`src/logic/arb_cfg_pkg.sv`:
```
/*
  Arbiter configuration constants
  Requester count, index width and the LFSR shape used by the random scheme
*/
package arb_cfg_pkg;

  // Four requesters, indexed by two bits
  localparam int num_req   = 4;
  localparam int req_idx_w = 2;

  // Three-stage LFSR, stage one is bit 0
  localparam int lfsr_w = 3;

  // Stage one high after reset
  localparam logic [lfsr_w-1:0] lfsr_seed = 3'b001;

endpackage

```
`src/logic/arb_mode_pkg.sv`:
```
/*
  Arbitration mode codes
  Encoding of arb_type as seen by the favored and round-robin paths
*/
package arb_mode_pkg;

  localparam int mode_w = 3;

  // Fixed priority, low two bits name the favored requester
  localparam logic [mode_w-1:0] mode_fix0 = 3'd0;
  localparam logic [mode_w-1:0] mode_fix1 = 3'd1;
  localparam logic [mode_w-1:0] mode_fix2 = 3'd2;
  localparam logic [mode_w-1:0] mode_fix3 = 3'd3;

  localparam logic [mode_w-1:0] mode_rr   = 3'd4;  // Round robin

  // Favored requester taken from the LFSR
  localparam logic [mode_w-1:0] mode_rand = 3'd5;

  // Codes 6 and 7 grant nothing

endpackage

```
`src/logic/arb_top.sv`:
```
/*
  Four-way arbiter with run-time selectable grant scheme
  Favored and round-robin paths run side by side, the selector
  registers the chosen grant one cycle after the request
*/
`timescale 1ns/1ns

module arb_top (
  input  logic                            clk,
  input  logic                            rst_n,
  input  logic [arb_cfg_pkg::num_req-1:0] req,
  input  logic [arb_mode_pkg::mode_w-1:0] arb_type,
  output logic [arb_cfg_pkg::num_req-1:0] gnt
);

  import arb_cfg_pkg::*;

  logic [num_req-1:0]   fav_gnt;
  logic [num_req-1:0]   rr_gnt;
  logic [req_idx_w-1:0] last_idx;  // From registered gnt

  favored_grant u_fav (
    .clk      (clk),
    .rst_n    (rst_n),
    .req      (req),
    .arb_type (arb_type),
    .fav_gnt  (fav_gnt)
  );

  rotating_grant u_rr (
    .req      (req),
    .last_idx (last_idx),
    .rr_gnt   (rr_gnt)
  );

  grant_select u_sel (
    .clk      (clk),
    .rst_n    (rst_n),
    .arb_type (arb_type),
    .fav_gnt  (fav_gnt),
    .rr_gnt   (rr_gnt),
    .gnt      (gnt),
    .last_idx (last_idx)
  );

endmodule

```
`src/logic/favored_grant.sv`:
```
/*
  Favored-requester grant path
  One priority encoder covers the four fixed schemes and the random one.
  The favored requester wins if asking, then the rest in ascending index.
*/
`timescale 1ns/1ns

module favored_grant (
  input  logic                              clk,
  input  logic                              rst_n,
  input  logic [arb_cfg_pkg::num_req-1:0]   req,
  input  logic [arb_mode_pkg::mode_w-1:0]   arb_type,
  output logic [arb_cfg_pkg::num_req-1:0]   fav_gnt
);

  import arb_cfg_pkg::*;
  import arb_mode_pkg::*;

  logic [req_idx_w-1:0] rand_idx;
  logic [req_idx_w-1:0] fav_idx;

  pn_seq_gen u_pn (
    .clk      (clk),
    .rst_n    (rst_n),
    .rand_idx (rand_idx)
  );

  // Fixed modes carry the index in their low bits
  always_comb begin
    if (arb_type == mode_rand) begin
      fav_idx = rand_idx;
    end else begin
      fav_idx = arb_type[req_idx_w-1:0];
    end
  end

  always_comb begin
    logic hit;

    fav_gnt = '0;
    hit     = 1'b0;

    if (req[fav_idx]) begin
      fav_gnt[fav_idx] = 1'b1;
      hit              = 1'b1;
    end

    // Fall back to lowest index
    for (int i = 0; i < num_req; i++) begin
      if (!hit && req[i]) begin
        fav_gnt[i] = 1'b1;
        hit        = 1'b1;
      end
    end
  end

endmodule

```
`src/logic/grant_select.sv`:
```
/*
  Grant selector and register
  Chooses the favored or round-robin result by mode, registers it as gnt
  and encodes the registered grant for the round-robin path
*/
`timescale 1ns/1ns

module grant_select (
  input  logic                              clk,
  input  logic                              rst_n,
  input  logic [arb_mode_pkg::mode_w-1:0]   arb_type,
  input  logic [arb_cfg_pkg::num_req-1:0]   fav_gnt,
  input  logic [arb_cfg_pkg::num_req-1:0]   rr_gnt,
  output logic [arb_cfg_pkg::num_req-1:0]   gnt,
  output logic [arb_cfg_pkg::req_idx_w-1:0] last_idx
);

  import arb_cfg_pkg::*;
  import arb_mode_pkg::*;

  logic [num_req-1:0] gnt_d;

  always_comb begin
    case (arb_type)
      mode_fix0, mode_fix1,
      mode_fix2, mode_fix3: gnt_d = fav_gnt;
      mode_rand:            gnt_d = fav_gnt;  // Same encoder, LFSR index
      mode_rr:              gnt_d = rr_gnt;
      default:              gnt_d = '0;       // Unused codes
    endcase
  end

  always_ff @(posedge clk or negedge rst_n) begin
    if (!rst_n) begin
      gnt <= '0;
    end else begin
      gnt <= gnt_d;
    end
  end

  // One-hot to index, zero when idle
  always_comb begin
    last_idx = '0;
    for (int i = 0; i < num_req; i++) begin
      if (gnt[i]) begin
        last_idx = req_idx_w'(i);
      end
    end
  end

endmodule

```
`src/logic/pn_seq_gen.sv`:
```
/*
  Pseudo-random requester index
  Three-stage Fibonacci LFSR, period of 7, stepping every cycle
*/
`timescale 1ns/1ns

module pn_seq_gen (
  input  logic                            clk,
  input  logic                            rst_n,
  output logic [arb_cfg_pkg::req_idx_w-1:0] rand_idx
);

  import arb_cfg_pkg::*;

  logic [lfsr_w-1:0] lfsr_q;
  logic              fb;

  // Taps on stages one and three
  assign fb = lfsr_q[0] ^ lfsr_q[2];

  always_ff @(posedge clk or negedge rst_n) begin
    if (!rst_n) begin
      lfsr_q <= lfsr_seed;
    end else begin
      lfsr_q[0] <= fb;
      lfsr_q[1] <= lfsr_q[0];
      lfsr_q[2] <= lfsr_q[1];
    end
  end

  // Stage three is the high bit
  assign rand_idx = {lfsr_q[2], lfsr_q[1]};

endmodule

```
`src/logic/rotating_grant.sv`:
```
/*
  Round-robin grant path
  Rotates req so the search begins just after the last grant, picks the
  lowest set bit and rotates the one-hot result back into place
*/
`timescale 1ns/1ns

module rotating_grant (
  input  logic [arb_cfg_pkg::num_req-1:0]   req,
  input  logic [arb_cfg_pkg::req_idx_w-1:0] last_idx,
  output logic [arb_cfg_pkg::num_req-1:0]   rr_gnt
);

  import arb_cfg_pkg::*;

  logic [req_idx_w-1:0] start;
  logic [num_req-1:0]   rot_req;
  logic [num_req-1:0]   rot_gnt;

  // Wraps modulo four through the index width
  assign start = last_idx + 1'b1;

  // Bit 0 of rot_req is the first requester searched
  always_comb begin
    logic [req_idx_w-1:0] pos;

    rot_req = '0;
    for (int i = 0; i < num_req; i++) begin
      pos        = req_idx_w'(i) + start;
      rot_req[i] = req[pos];
    end
  end

  // Isolate lowest set bit
  assign rot_gnt = rot_req & (~rot_req + 1'b1);

  // Undo the rotation
  always_comb begin
    logic [req_idx_w-1:0] pos;

    rr_gnt = '0;
    for (int i = 0; i < num_req; i++) begin
      pos         = req_idx_w'(i) + start;
      rr_gnt[pos] = rot_gnt[i];
    end
  end

endmodule
```
`config.mk`:
```
export PLATFORM = sky130hd
export DESIGN_NAME = arb_top
export DESIGN_NICKNAME = d
export VERILOG_FILES = /design/src/logic/arb_cfg_pkg.sv /design/src/logic/arb_mode_pkg.sv /design/src/logic/arb_top.sv /design/src/logic/favored_grant.sv /design/src/logic/grant_select.sv /design/src/logic/pn_seq_gen.sv /design/src/logic/rotating_grant.sv
export SDC_FILE = /design/constraint.sdc
export NUM_CORES = 1
export LEC_CHECK = 0
export BUFFER_PORTS_ARGS = -buffer_cell sky130_fd_sc_hd__buf_2
export CAP_MARGIN = 10
export CORE_UTILIZATION = 50
export DETAILED_ROUTE_END_ITERATION = 7
export PLACE_DENSITY = 0.74
export SYNTH_ARGS = -nofsm -noshare
export SYNTH_HDL_FRONTEND = slang
export SYNTH_SLANG_ARGS = --single-unit
```
`constraint.sdc`:
```
create_clock -name clk -period 2.8 [get_ports clk]
set_clock_uncertainty 0.2 [all_clocks]
set_input_delay 0.42 -clock clk [delete_from_list [all_inputs] [get_ports clk]]
set_output_delay 0.42 -clock clk [all_outputs]
set_load 0.03 [all_outputs]
```
# Word level (Yosys, flattened, before mapping)
# Index checks and enable logic that the tools add are counted.
dict set report totals {
  wordCells 78
  ff_bits 7
  output_inout_bits 4
  in_bits 9
}
dict set report op_classes {
  reduce_logical 15
  order_cmp 10
  add_sub_neg 5
  bitwise 4
  n_eq_ne 5
  n_mux 37
}
# cell count
set op_table {}
lappend op_table {{$mux W1} 19}
lappend op_table {{$lt A2 B3 Y1 const B} 5}
lappend op_table {{$bwmux W4} 3}
lappend op_table {{$bmux W1 S2} 5}
lappend op_table {{$demux W1 S2} 5}
lappend op_table {{$ge A2 B1 Y1 const B} 5}
lappend op_table {{$logic_and A1 B1 Y1} 9}
lappend op_table {{$and A4 B4 Y4} 2}
lappend op_table {{$pmux W4 S2} 1}
lappend op_table {{$eq A3 B2 Y1 const B} 2}
lappend op_table {{$eq A3 B3 Y1 const B} 2}
lappend op_table {{$mux W2} 3}
lappend op_table {{$reduce_or A5 Y1} 1}
lappend op_table {{$add A2 B2 Y2 const A} 2}
lappend op_table {{$add A4 B1 Y4 const B} 1}
lappend op_table {{$logic_not A1 Y1} 4}
lappend op_table {{$mux W4} 1}
lappend op_table {{$not A4 Y4} 1}
lappend op_table {{$eq A3 B1 Y1 const B} 1}
lappend op_table {{$logic_not A3 Y1} 1}
lappend op_table {{$add A1 B2 Y2 const A} 1}
lappend op_table {{$add A2 B1 Y2 const B} 1}
lappend op_table {{$xor A1 B1 Y1} 1}

# Depth between registers and ports, before layout
# Gate-level depths: netlist of the first run.
dict set report logic_depth {
  ltp_word 18
  mapped_depth 9
  mapped_depth_nobuf 9
}

# By module
# A second synthesis of the first run with hierarchy kept.
dict set report unflattened {
  cells_unflattened 121
  area_unflattened_um2 984.7
}
# mod seq_area_each_um2 instances cells_per_inst area_each_um2
set by_module_without_submodules {}
lappend by_module_without_submodules {rotating_grant 0.0 1 67 480.5}
lappend by_module_without_submodules {grant_select 100.1 1 24 235.2}
lappend by_module_without_submodules {favored_grant 0.0 1 24 168.9}
lappend by_module_without_submodules {pn_seq_gen 76.3 1 6 100.1}

# Worst setup path after synthesis of the first run
# OpenSTA, ideal clock, no wires.
dict set report synth_timing {
  kind {reg2reg}
  start {register u_sel.gnt[1] (netlist name)}
  end {register u_sel.gnt[2] (netlist name)}
  stages_incl_launch_ff 9
  t_arrival_ps 2793
  slack_ps -313
  required_ps 2480
  period_less_slack_ps 3113
  path_buffers 0
  setup_time_ps 120
  path_cell_list {dfrtp_1 > nor2b_1 > or2_2 > ha_1 > mux2i_2 > or3b_4 > and4b_1 > a211o_1 > a41o_1}
}
dict set report synth_via {
  elab_chain_len 14
  word_cells_on_any_way 43
  classes_between {add/sub (5); order compare (8); mux (23); bitwise (3); reduce/logical (4)}
}
# element line_no
set synth_lines {}
lappend synth_lines {{from (decl)} grant_select.sv:14} ;# output logic [arb_cfg_pkg::num_req-1:0] gnt,
lappend synth_lines {{from (signal assigned)} grant_select.sv:37} ;# gnt <= gnt_d;
lappend synth_lines {{$mux W1 (*)} grant_select.sv:45} ;# if (gnt[i]) begin
lappend synth_lines {{$mux W2 (*) (2 in a row)} grant_select.sv:45}
lappend synth_lines {{$add A2 B1 Y2 (*)} rotating_grant.sv:21} ;# assign start = last_idx + 1'b1;
lappend synth_lines {{$add A1 B2 Y2 or $bmux W1 S2 (tied branches)} {rotating_grant.sv:29, rotating_grant.sv:43, rotating_grant.sv:30}}
lappend synth_lines {{$bmux W1 S2 or $mux W1 (tied branches)} rotating_grant.sv:30} ;# rot_req[i] = req[pos];
lappend synth_lines {{$mux W1 (implied by the code) or $not A4 Y4 (tied branches)} {rotating_grant.sv:30, rotating_grant.sv:35}}
lappend synth_lines {{$not A4 Y4 or $add A4 B1 Y4 (tied branches)} rotating_grant.sv:35} ;# assign rot_gnt = rot_req & (~rot_req + 1'b1);
lappend synth_lines {{$add A4 B1 Y4 or $and A4 B4 Y4 (tied branches)} rotating_grant.sv:35}
lappend synth_lines {{$and A4 B4 Y4, on equally long branches} -}
lappend synth_lines {{$bwmux W4 (2 in a row)} rotating_grant.sv:44} ;# rr_gnt[pos] = rot_gnt[i];
lappend synth_lines {{$bwmux W4 (*)} rotating_grant.sv:44}
lappend synth_lines {{$pmux W4 S2 (*)} grant_select.sv:24} ;# case (arb_type)
lappend synth_lines {{via u_sel.gnt_d[2]} grant_select.sv:21} ;# logic [num_req-1:0] gnt_d;
# The timed path passes the listed nets; every way through them passes the cells marked *. The select of a mux whose other input is x is not followed.

# Worst setup path after layout of the first run
# Same ends and word-level chain as after synthesis.

==> results of run 1 <==
-- state kept, by name, summed over array words and instances (netlist names) --
signal / flops
u_fav.u_pn.lfsr_q: 3
u_sel.gnt: 4
-- metrics by stage --
stage                     hold WS, ns  power, mW  worst slack (ns)  utilization [%]
after floorplan               -0.0756      0.278           -0.0119                -
after global placement         0.0564      0.328            0.0924             62.3
after detailed placement       0.0575      0.334            0.0280             62.3
after CTS                       0.211      0.431            0.0177             64.7
after global routing            0.224      0.474            0.0130             66.2
final                           0.211      0.446            0.0742             66.2
-- cell families after synthesis --
| family | after synthesis |
|---|---|
| adder cells (fa/ha/maj) | 6 |
| multiplexers | 3 |
| flip-flops | 7 |
| buffers and inverters | 12 |
| XOR/XNOR | 1 |
| AND/OR/NAND/NOR | 44 |
| AO/OA/AOI/OAI | 31 |
-- final cells by class --
type / instances / area (um2) / share of cell area (%)
Inverter: 7 / 26.3 / 2.57
Sequential cell: 7 / 179 / 17.5
Multi-Input combinational cell: 85 / 647 / 63.4
Timing Repair Buffer: 20 / 123 / 12.0
Tap cell: 16 / 20.0 / 1.96
Clock buffer: 4 / 26.3 / 2.57
-- critical path: stages, from the launching register on --
cell,delay [ns]
dfrtp_2,0.40
nor2b_4,0.13
or2_4,0.26
ha_4,0.32
mux2i_4,0.27
or3b_4,0.43
and4b_1,0.19
a211o_1,0.22
a41o_1,0.20
-- synth_stat cells (all sizes together), types with 3 or more instances --
library cell / count
nand2: 9
o21ai: 8
inv: 7
dfrtp: 6
ha: 6
nand2b: 5
nor3: 4
a21oi: 3
and3: 3
and3b: 3
clkbuf: 3
mux2i: 3
nand3: 3
nor2b: 3
nor3b: 3
-- power breakdown --
group | internal (mW) | switching (mW)
combinational | 0.111 | 0.128
sequential | 0.107 | 0.00538
clock | 0.0545 | 0.0397
total | 0.272 | 0.173
-- metal layers --
layer,vias up,wire length (um)
li1,435,-
met1,403,1030
met2,42,920
met3,4,154
met4,0,36
met5,-,0
-- timing repair --
item	in CTS	in global routing
buffers inserted	0	2
endpoints found under the hold margin	7	0
setup endpoints to repair	0	1
resized for setup	0	1
hold buffers	1	0
-- final timing paths --
check,start,endpoint
setup / recovery,u_sel.gnt[1],u_sel.gnt[2]
hold / removal,u_fav.u_pn.lfsr_q[0],u_fav.u_pn.lfsr_q[1]
max in group asynchronous,rst_n,u_fav.u_pn.lfsr_q[0]
setup reg to reg,u_sel.gnt[1],u_sel.gnt[2]
min in group asynchronous,rst_n,u_fav.u_pn.lfsr_q[2]
hold reg to reg,u_fav.u_pn.lfsr_q[0],u_fav.u_pn.lfsr_q[1]
==> flow_summary.json, run 1 <==
{
  "cap_violations": 0,
  "wl_um": 2140,
  "critical_path_arrival_ns": 2.67,
  "yosysSeqAreaShare_pct": 20.7,
  "clk_pin_slew_ns": 0.05,
  "synth_top_family_by_area": "simple AND/OR/NAND/NOR gates",
  "drive_gt1_share_pct": 29.3,
  "diodes": 0,
  "cp_max_fo": 6,
  "ir_drop_uv": 248,
  "fill_cells": 141,
  "worstSkewPairLatency_ns": 0.26,
  "grt_remaining_overflow": 0,
  "grt_use_met3_pct": 8.09,
  "core_mm2": 0.00154,
  "slew_headroom_pct": 65.4,
  "muxShareOfSynthArea_pct": 3.96,
  "synthFlopType": "dfrtp_1",
  "end_kind": "register",
  "netlist_instances": 104,
  "cts_buffers": 3,
  "ys_ff_latch": 7,
  "die_area_mm2": 0.00187,
  "synth_top_area_share_pct": 17.6,
  "grt_max_degree": 12,
  "period_share_pct": 97.3,
  "wire_per_inst_um": 15.4,
  "p_leak_nw": 0.489,
  "syn_area_per_cell_um2": 8.19,
  "gr-usage-met1_pct": 37.9,
  "synthAdderAreaFrac_pct": 8.81,
  "cellPowerDensity_mw_per_mm2": 436,
  "die_width_um": 43.3,
  "final_common_cell": "buf_2",
  "worst_slew_pin_slew_ns": 0.511,
  "grt_pass1_vias": 789,
  "mostFrequentLayoutCells": "buf_2, nand2_1, o21ai_0",
  "synthSimpleGateAreaFrac_pct": 32.0,
  "ios": 13,
  "synthArstFlopShare_pct": 100,
  "start_kind": "register",
  "vias": 884,
  "hold_violations": 0,
  "yosysWarnings": 0,
  "synth_xor_area_share_pct": 1.03,
  "synth-edff-count": 0,
  "dp_cells": 132,
  "cts.sinks": 7,
  "nNetsFinal": 139,
  "dpl-instance-area_um2": 961,
  "worst-setup-path-type": "reg2reg",
  "die_h_um": 43.3,
  "drtIter0Drc": 26,
  "synth.distinct_cells": 46,
  "track_usage_pct": 26.0,
  "grt-busiest-layer": "met1",
  "clock_path_buffers": 2,
  "ant_nets": 0,
  "start_util_pct": 55.3,
  "vias_per_cell": 6.36,
  "antenna_found_initial": 0,
  "drtPass1Iterations": 4,
  "drv_slew": 0,
  "grt_use_met2_pct": 35.5,
  "synth.net_count": 119,
  "setup_tns_ns": 0,
  "status": "completed",
  "fin_area_mm2": 0.00102,
  "synth-compound-area-share_pct": 26.4,
  "htreeDepth": 1,
  "hpwl_um": 1570,
  "hold_depth": 0,
  "required_ns": 2.74,
  "port-buffer-count": 12,
  "stdcell_count": 139,
  "r2r_setup_slack_ns": 0.07,
  "tritoncts": "built",
  "r2r_cells": 8,
  "hold_class": "reg2reg",
  "syn-cell-area_um2": 852,
  "yosysTopAreaCell": "dfrtp_1",
  "clock.fmax_mhz": 367,
  "gp_congestion": 0.909,
  "setup_viol": 0,
  "min_period_ns": 2.73,
  "rows": 14,
  "drc": 0,
  "grt_pass1_wl_um": 3640,
  "cts-root-buf": "clkbuf_4",
  "areaGrowthSynthToFinish_pct": 19.8,
  "rsz0062_at_grt": "no",
  "ys_top_cells_by_area": "dfrtp_1, ha_1, o21ai_0, nand2_1, nand2b_1"
}
Power figures use the tool's default switching activity.
==> inputs of run 2 (changes only) <==
--- a/config.mk
+++ b/config.mk
@@ -5,11 +5,12 @@
 export SDC_FILE = /design/constraint.sdc
 export NUM_CORES = 1
 export LEC_CHECK = 0
+export ABC_AREA = 1
 export BUFFER_PORTS_ARGS = -buffer_cell sky130_fd_sc_hd__buf_2
 export CAP_MARGIN = 10
 export CORE_UTILIZATION = 50
 export DETAILED_ROUTE_END_ITERATION = 7
-export PLACE_DENSITY = 0.74
+export PLACE_DENSITY = 0.75
 export SYNTH_ARGS = -nofsm -noshare
 export SYNTH_HDL_FRONTEND = slang
 export SYNTH_SLANG_ARGS = --single-unit
==> run 2 against run 1 <==
Die area shrank 2.4%. Area after synthesis shrank 2.5%. First-iteration DRC count grew 23%. Flip-flop and latch count is the same. Combinational power grew 38%. Synthesized cell count grew 26%.
==> flow_summary.json, run 2 <==
{
  "r2r_setup_slack_ns": 0.62,
  "htreeDepth": 1,
  "cts_setup_buffers": 0,
  "synth_top_area_share_pct": 18.1,
  "ys_ff_latch": 7,
  "switching_share_pct": 49.4,
  "yosysWarnings": 0,
  "tritoncts": "built",
  "drive_gt1_share_pct": 21.5,
  "start_kind": "register",
  "critical_path_arrival_ns": 2.17,
  "cap_violations": 0,
  "netlist_instances": 131,
  "hold_class": "reg2reg",
  "worstSkewPairLatency_ns": 0.26,
  "clock.fmax_mhz": 458,
  "final_common_cell": "nand2_1",
  "synthFlopType": "dfrtp_1",
  "start_util_pct": 54.5,
  "rows": 14,
  "largest_reg_flops": 4,
  "hold_violations": 0,
  "worst_slew_pin_slew_ns": 0.395,
  "p_seq_share_pct": 21.2,
  "ys_top_cells_by_area": "dfrtp_1, nand3_1, nand2_1, ha_1, inv_1",
  "areaGrowthSynthToFinish_pct": 14.9,
  "hpwl_um": 1580,
  "slew_headroom_pct": 73.4,
  "track_usage_pct": 24.3,
  "clockPowerShare_pct": 17.6,
  "port-buffer-count": 12,
  "yosysMostFrequentCell": "nand2_1",
  "antenna_found_initial": 0,
  "wl_um": 1990,
  "yosysSeqAreaShare_pct": 21.2,
  "crit_path_frequent_cell": "nand2_4",
  "syn_area_per_cell_um2": 6.34,
  "grt_pass1_vias": 812,
  "core_mm2": 0.00152,
  "required_ns": 2.78,
  "ios": 13,
  "cellPowerDensity_mw_per_mm2": 563,
  "die_area_mm2": 0.00183,
  "crit_slowest_cell": "dfrtp_1",
  "clk_pin_slew_ns": 0.06,
  "synth_commonest_cells": "nand2_1, nand3_1, inv_1",
  "ir_drop_uv": 499,
  "synthArstFlopShare_pct": 100,
  "setup_tns_ns": 0,
  "largestRegisters": "u_sel.gnt (4), u_fav.u_pn.lfsr_q (3)",
  "crit_chain": "inv_2 -> nand2_4 -> ha_1 -> inv_1 -> nand3_2 -> nand2_4 -> nand2_4 -> nor2_4 -> nor2_1 -> nor2_1 -> nand2_1 -> nand2_1",
  "vias": 901,
  "cts_buffers": 3,
  "cp_max_fo": 9,
  "nNetsFinal": 165,
  "drc": 0,
  "period_share_pct": 77.9,
  "die_width_um": 42.8,
  "clock_path_buffers": 2,
  "ctsResizeCount": 0,
  "mostFrequentLayoutCells": "nand2_1, nand3_1, inv_1",
  "synth.net_count": 146,
  "cts.sinks": 7,
  "drtPass1Iterations": 4,
  "drv_slew": 0,
  "grt_max_degree": 10,
  "reg2reg_to": "u_sel.gnt[0]",
  "p_sw_mw": 0.265,
  "hold_depth": 0,
  "r2r_cells": 12,
  "synth.distinct_cells": 18,
  "worst-setup-path-type": "reg2reg",
  "max_stage_delay_ns": 0.41,
  "critPathTopFamily": "simple AND/OR/NAND/NOR gates",
  "diodes": 0,
  "hold_buffers": 1,
  "status": "completed",
  "intPower_mw": 0.272,
  "yosysTopAreaCell": "dfrtp_1",
  "power_mw": 0.537,
  "min_period_ns": 2.18,
  "ant_nets": 0,
  "p_leak_nw": 0.564,
  "worstHoldStart": "u_fav.u_pn.lfsr_q[1]",
  "crit_buf_inv": 2,
  "grt_remaining_overflow": 0,
  "setup_viol": 0,
  "whs_endpoint": "u_fav.u_pn.lfsr_q[2]",
  "cts-root-buf": "clkbuf_4",
  "wire_per_inst_um": 12.1,
  "drtIter0Drc": 32,
  "reg2reg_from": "u_sel.gnt[3]",
  "die_h_um": 42.8,
  "end_kind": "register",
  "vias_per_cell": 5.46,
  "syn-cell-area_um2": 831,
  "combPwrFrac_pct": 61.2,
  "rsz0062_at_grt": "no",
  "synth-edff-count": 0,
  "regMostFlops": "u_sel.gnt",
  "gp_congestion": 0.888,
  "grt_pass1_wl_um": 3420
}
## run 2: how the worst max path moves through the flow
stage,from,to,slack [ns],depth (start not counted)
floorplan,u_sel.gnt[2],u_sel.gnt[2],0.60,11
global placement,u_sel.gnt[3],u_sel.gnt[1],0.77,12
detailed placement,u_sel.gnt[3],u_sel.gnt[0],0.71,12
CTS,u_sel.gnt[3],u_sel.gnt[0],0.64,12
global route,u_sel.gnt[3],u_sel.gnt[0],0.45,12
finish,u_sel.gnt[3],u_sel.gnt[0],0.62,12
## run 2: layer usage
metal	global-route usage, %	part of all wire (%)
met5	0	0
met4	5.00	1.1
met3	5.11	3.5
met2	42.7	52
met1	30.3	43
## run 2: power groups by stage
stage               clock, mW  sequential [mW]  combinational (mW)
floorplan                   0            0.129               0.239
global placement            0            0.116               0.320
detailed placement          0            0.116               0.326
CTS                    0.0957            0.114               0.329
global route            0.103            0.115               0.368
finish                 0.0945            0.114               0.329
## run 2: worst register-to-register path: stages (launching register included)
cell and delay (ns):
dfrtp_1 0.41, inv_2 0.17, nand2_4 0.12, ha_1 0.35
inv_1 0.11, nand3_2 0.12, nand2_4 0.13, nand2_4 0.07
nor2_4 0.14, nor2_1 0.07, nor2_1 0.11, nand2_1 0.07
nand2_1 0.05
## run 2: cell type report
type                    count  area, um2
flip-flops and latches      7        176
clock buffers               4       26.3
well taps                  16       20.0
multi-input cells         105        583
repair buffers             14       77.6
inverters                  19       71.3
fillers                   148        569
## run 2: logic make-up (layout without fill, tap and decap cells)
family	after synthesis	after routing	synth area share, %
compound gates	5	5	3.16
xor+xnor	1	1	1.05
fa+ha+maj	6	6	9.04
buf+inv	19	37	8.58
flops	7	7	21.2
simple gates	93	93	56.9
## run 2: through the flow
step / worst slack [ns] / instance area (um2) / instances / util [%] / hold slack [ns]
6_report: 0.618 / 955 / 165 / 62.6 / 0.169
5_1_grt: 0.451 / 955 / 165 / 62.6 / 0.190
3_5_place_dp: 0.706 / 918 / 160 / 60.3 / 0.0575
4_1_cts: 0.645 / 955 / 165 / 62.6 / 0.181
3_3_place_gp: 0.768 / 918 / 160 / 60.3 / 0.0529
2_1_floorplan: 0.599 / 831 / 131 / - / -0.0756
==> inputs of run 3 (changes only) <==
--- a/config.mk
+++ b/config.mk
@@ -5,12 +5,12 @@
 export SDC_FILE = /design/constraint.sdc
 export NUM_CORES = 1
 export LEC_CHECK = 0
-export ABC_AREA = 1
+export ABC_AREA = 0
 export BUFFER_PORTS_ARGS = -buffer_cell sky130_fd_sc_hd__buf_2
 export CAP_MARGIN = 10
 export CORE_UTILIZATION = 50
 export DETAILED_ROUTE_END_ITERATION = 7
-export PLACE_DENSITY = 0.75
+export PLACE_DENSITY = 0.74
 export SYNTH_ARGS = -nofsm -noshare
 export SYNTH_HDL_FRONTEND = slang
 export SYNTH_SLANG_ARGS = --single-unit
==> constraint.sdc (replaced) <==
create_clock -name clk -period 1.9 [get_ports clk]
set_clock_uncertainty 0.2 [all_clocks]
set_input_delay 0.285 -clock clk [delete_from_list [all_inputs] [get_ports clk]]
set_output_delay 0.285 -clock clk [all_outputs]
set_load 0.03 [all_outputs]
==> run 3 against run 2 <==
The run now ends with setup timing left. Maximum frequency fell by 17%. Routed wire length rose by 32%. Clock-buffer cell count fell by 1. Combinational power rose by 43%. Flip-flop and latch count did not move. Design area rose by 25%. Clock power rose by 56%. Power rose by 46%. Global-route usage rose by 6.7 points. Die area rose by 2.4%. Final cell count fell by 4.8%.
==> flow_summary.json, run 3 (synthesis results as in run 1) <==
{
  "required_ns": 1.86,
  "tritoncts": "built",
  "hold_class": "in2async",
  "vias": 999,
  "drive_gt1_share_pct": 42.6,
  "die_width_um": 43.3,
  "setup_viol": 4,
  "cts.sinks": 7,
  "clock.fmax_mhz": 381,
  "rows": 14,
  "mostFrequentLayoutCells": "buf_4, buf_2, nand2_1",
  "regMostFlops": "u_sel.gnt",
  "ir_drop_uv": 322,
  "cap_violations": 0,
  "ant_nets": 0,
  "critical_path_arrival_ns": 2.58,
  "drv_slew": 0,
  "p_leak_nw": 0.581,
  "grt_max_degree": 14,
  "cellPowerDensity_mw_per_mm2": 659,
  "rsz0062_at_grt": "yes",
  "cts_buffers": 3,
  "r2r_setup_slack_ns": -0.73,
  "utilization_pct": 77.1,
  "end_kind": "register",
  "period_share_pct": 138,
  "clockPowerShare_pct": 18.7,
  "worst-setup-path-type": "reg2reg",
  "diodes": 0,
  "violations": "setup timing",
  "ios": 13,
  "hpwl_um": 1940,
  "cp_max_fo": 4,
  "grt_pass1_wl_um": 4340,
  "start_kind": "register",
  "nNetsFinal": 157,
  "final_common_cell": "buf_4",
  "intPower_mw": 0.474,
  "fin_hold_ws_ns": 0.184,
  "gp_congestion": 0.963,
  "worstSkewPairLatency_ns": 0.27,
  "ff_latch_area_um2": 179,
  "combPwrFrac_pct": 60.3,
  "hold_violations": 0,
  "worst_slew_pin_slew_ns": 0.436,
  "min_period_ns": 2.63,
  "switching_share_pct": 39.5,
  "fill_cells": 117,
  "drtPass1Iterations": 5,
  "status": "finished with violations",
  "grt_remaining_overflow": 0,
  "wire_per_inst_um": 16.8,
  "port-buffer-count": 12,
  "drc": 0,
  "largestRegisters": "u_sel.gnt (4), u_fav.u_pn.lfsr_q (3)",
  "cts-root-buf": "clkbuf_4",
  "clk_pin_slew_ns": 0.06,
  "vias_per_cell": 6.36,
  "die_h_um": 43.3,
  "wl_um": 2640,
  "slew_headroom_pct": 70.7,
  "largest_reg_flops": 4,
  "htreeDepth": 1,
  "place_ws_ns": -0.715,
  "track_usage_pct": 31.0,
  "start_util_pct": 55.3,
  "die_area_mm2": 0.00187,
  "finalWorstSetupSlack_ns": -0.728,
  "grt_pass1_vias": 949,
  "areaGrowthSynthToFinish_pct": 39.5,
  "multi_input_area_um2": 674,
  "p_sw_mw": 0.309,
  "r2r_cells": 9,
  "drtIter0Drc": 33,
  "p_seq_share_pct": 21.0,
  "clock_path_buffers": 2,
  "antenna_found_initial": 0,
  "power_mw": 0.783,
  "core_mm2": 0.00154
}
[run 3: routing by layer]
| metal | global-route usage [%] | wire length (um) | up-vias |
|---|---|---|---|
| li1 | - | - | 468 |
| met1 | 40.2 | 1020 | 453 |
| met2 | 50.4 | 1270 | 65 |
| met3 | 4.26 | 274 | 13 |
| met4 | 13.9 | 74 | 0 |
| met5 | 0 | 0 | - |
[run 3: worst max-delay path, stage by stage, from the launching register on]
cell     delay, ns
dfrtp_2       0.40
nor2b_4       0.12
or2_4         0.24
ha_4          0.29
buf_4         0.11
mux2i_1       0.25
o21ai_1       0.20
and4b_1       0.27
a211o_1       0.25
a41o_1        0.18
[run 3: path summary, 6_finish.rpt]
path | end | startpoint
max | u_sel.gnt[2] | u_sel.gnt[1]
min | u_fav.u_pn.lfsr_q[1] | rst_n
max reg2reg | u_sel.gnt[2] | u_sel.gnt[1]
min reg2reg | u_fav.u_pn.lfsr_q[1] | u_fav.u_pn.lfsr_q[0]
max in group asynchronous | u_fav.u_pn.lfsr_q[0] | rst_n
min in group clk | u_sel.gnt[0] | req[0]
[run 3: power by group through the flow]
stage,Clock (mW),Combinational (mW),Sequential (mW)
after CTS,0.143,0.440,0.164
final,0.147,0.472,0.164
after floorplan,0,0.228,0.187
after global routing,0.155,0.510,0.165
after detailed placement,0,0.409,0.167
after global placement,0,0.394,0.166
[run 3: final cells by class]
class	instances	share of cell area [%]
Multi-Input combinational cell	85	56.7
Timing Repair Buffer	38	22.0
Sequential cell	7	15.1
Inverter	7	2.21
Clock buffer	3	1.89
Tap cell	16	1.68
Clock inverter	1	0.421
[run 3: what timing repair did]
item / in CTS / in global routing
gates cloned: 0 / 0
setup buffers: 2 / 2
gates resized for setup: 5 / 2
pin swaps: 4 / 4
hold buffers: 1 / 0
endpoints found under the hold margin: 7 / 0
setup endpoints to repair: 4 / 4
[run 3: through the flow]
stage,setup TNS (ns),cell area [um2],std cells
finish,-2.75,1190,157
global route,-2.97,1190,157
floorplan,-3.03,885,104
global placement,-2.59,1100,149
CTS,-2.50,1170,156
detailed placement,-2.73,1100,149
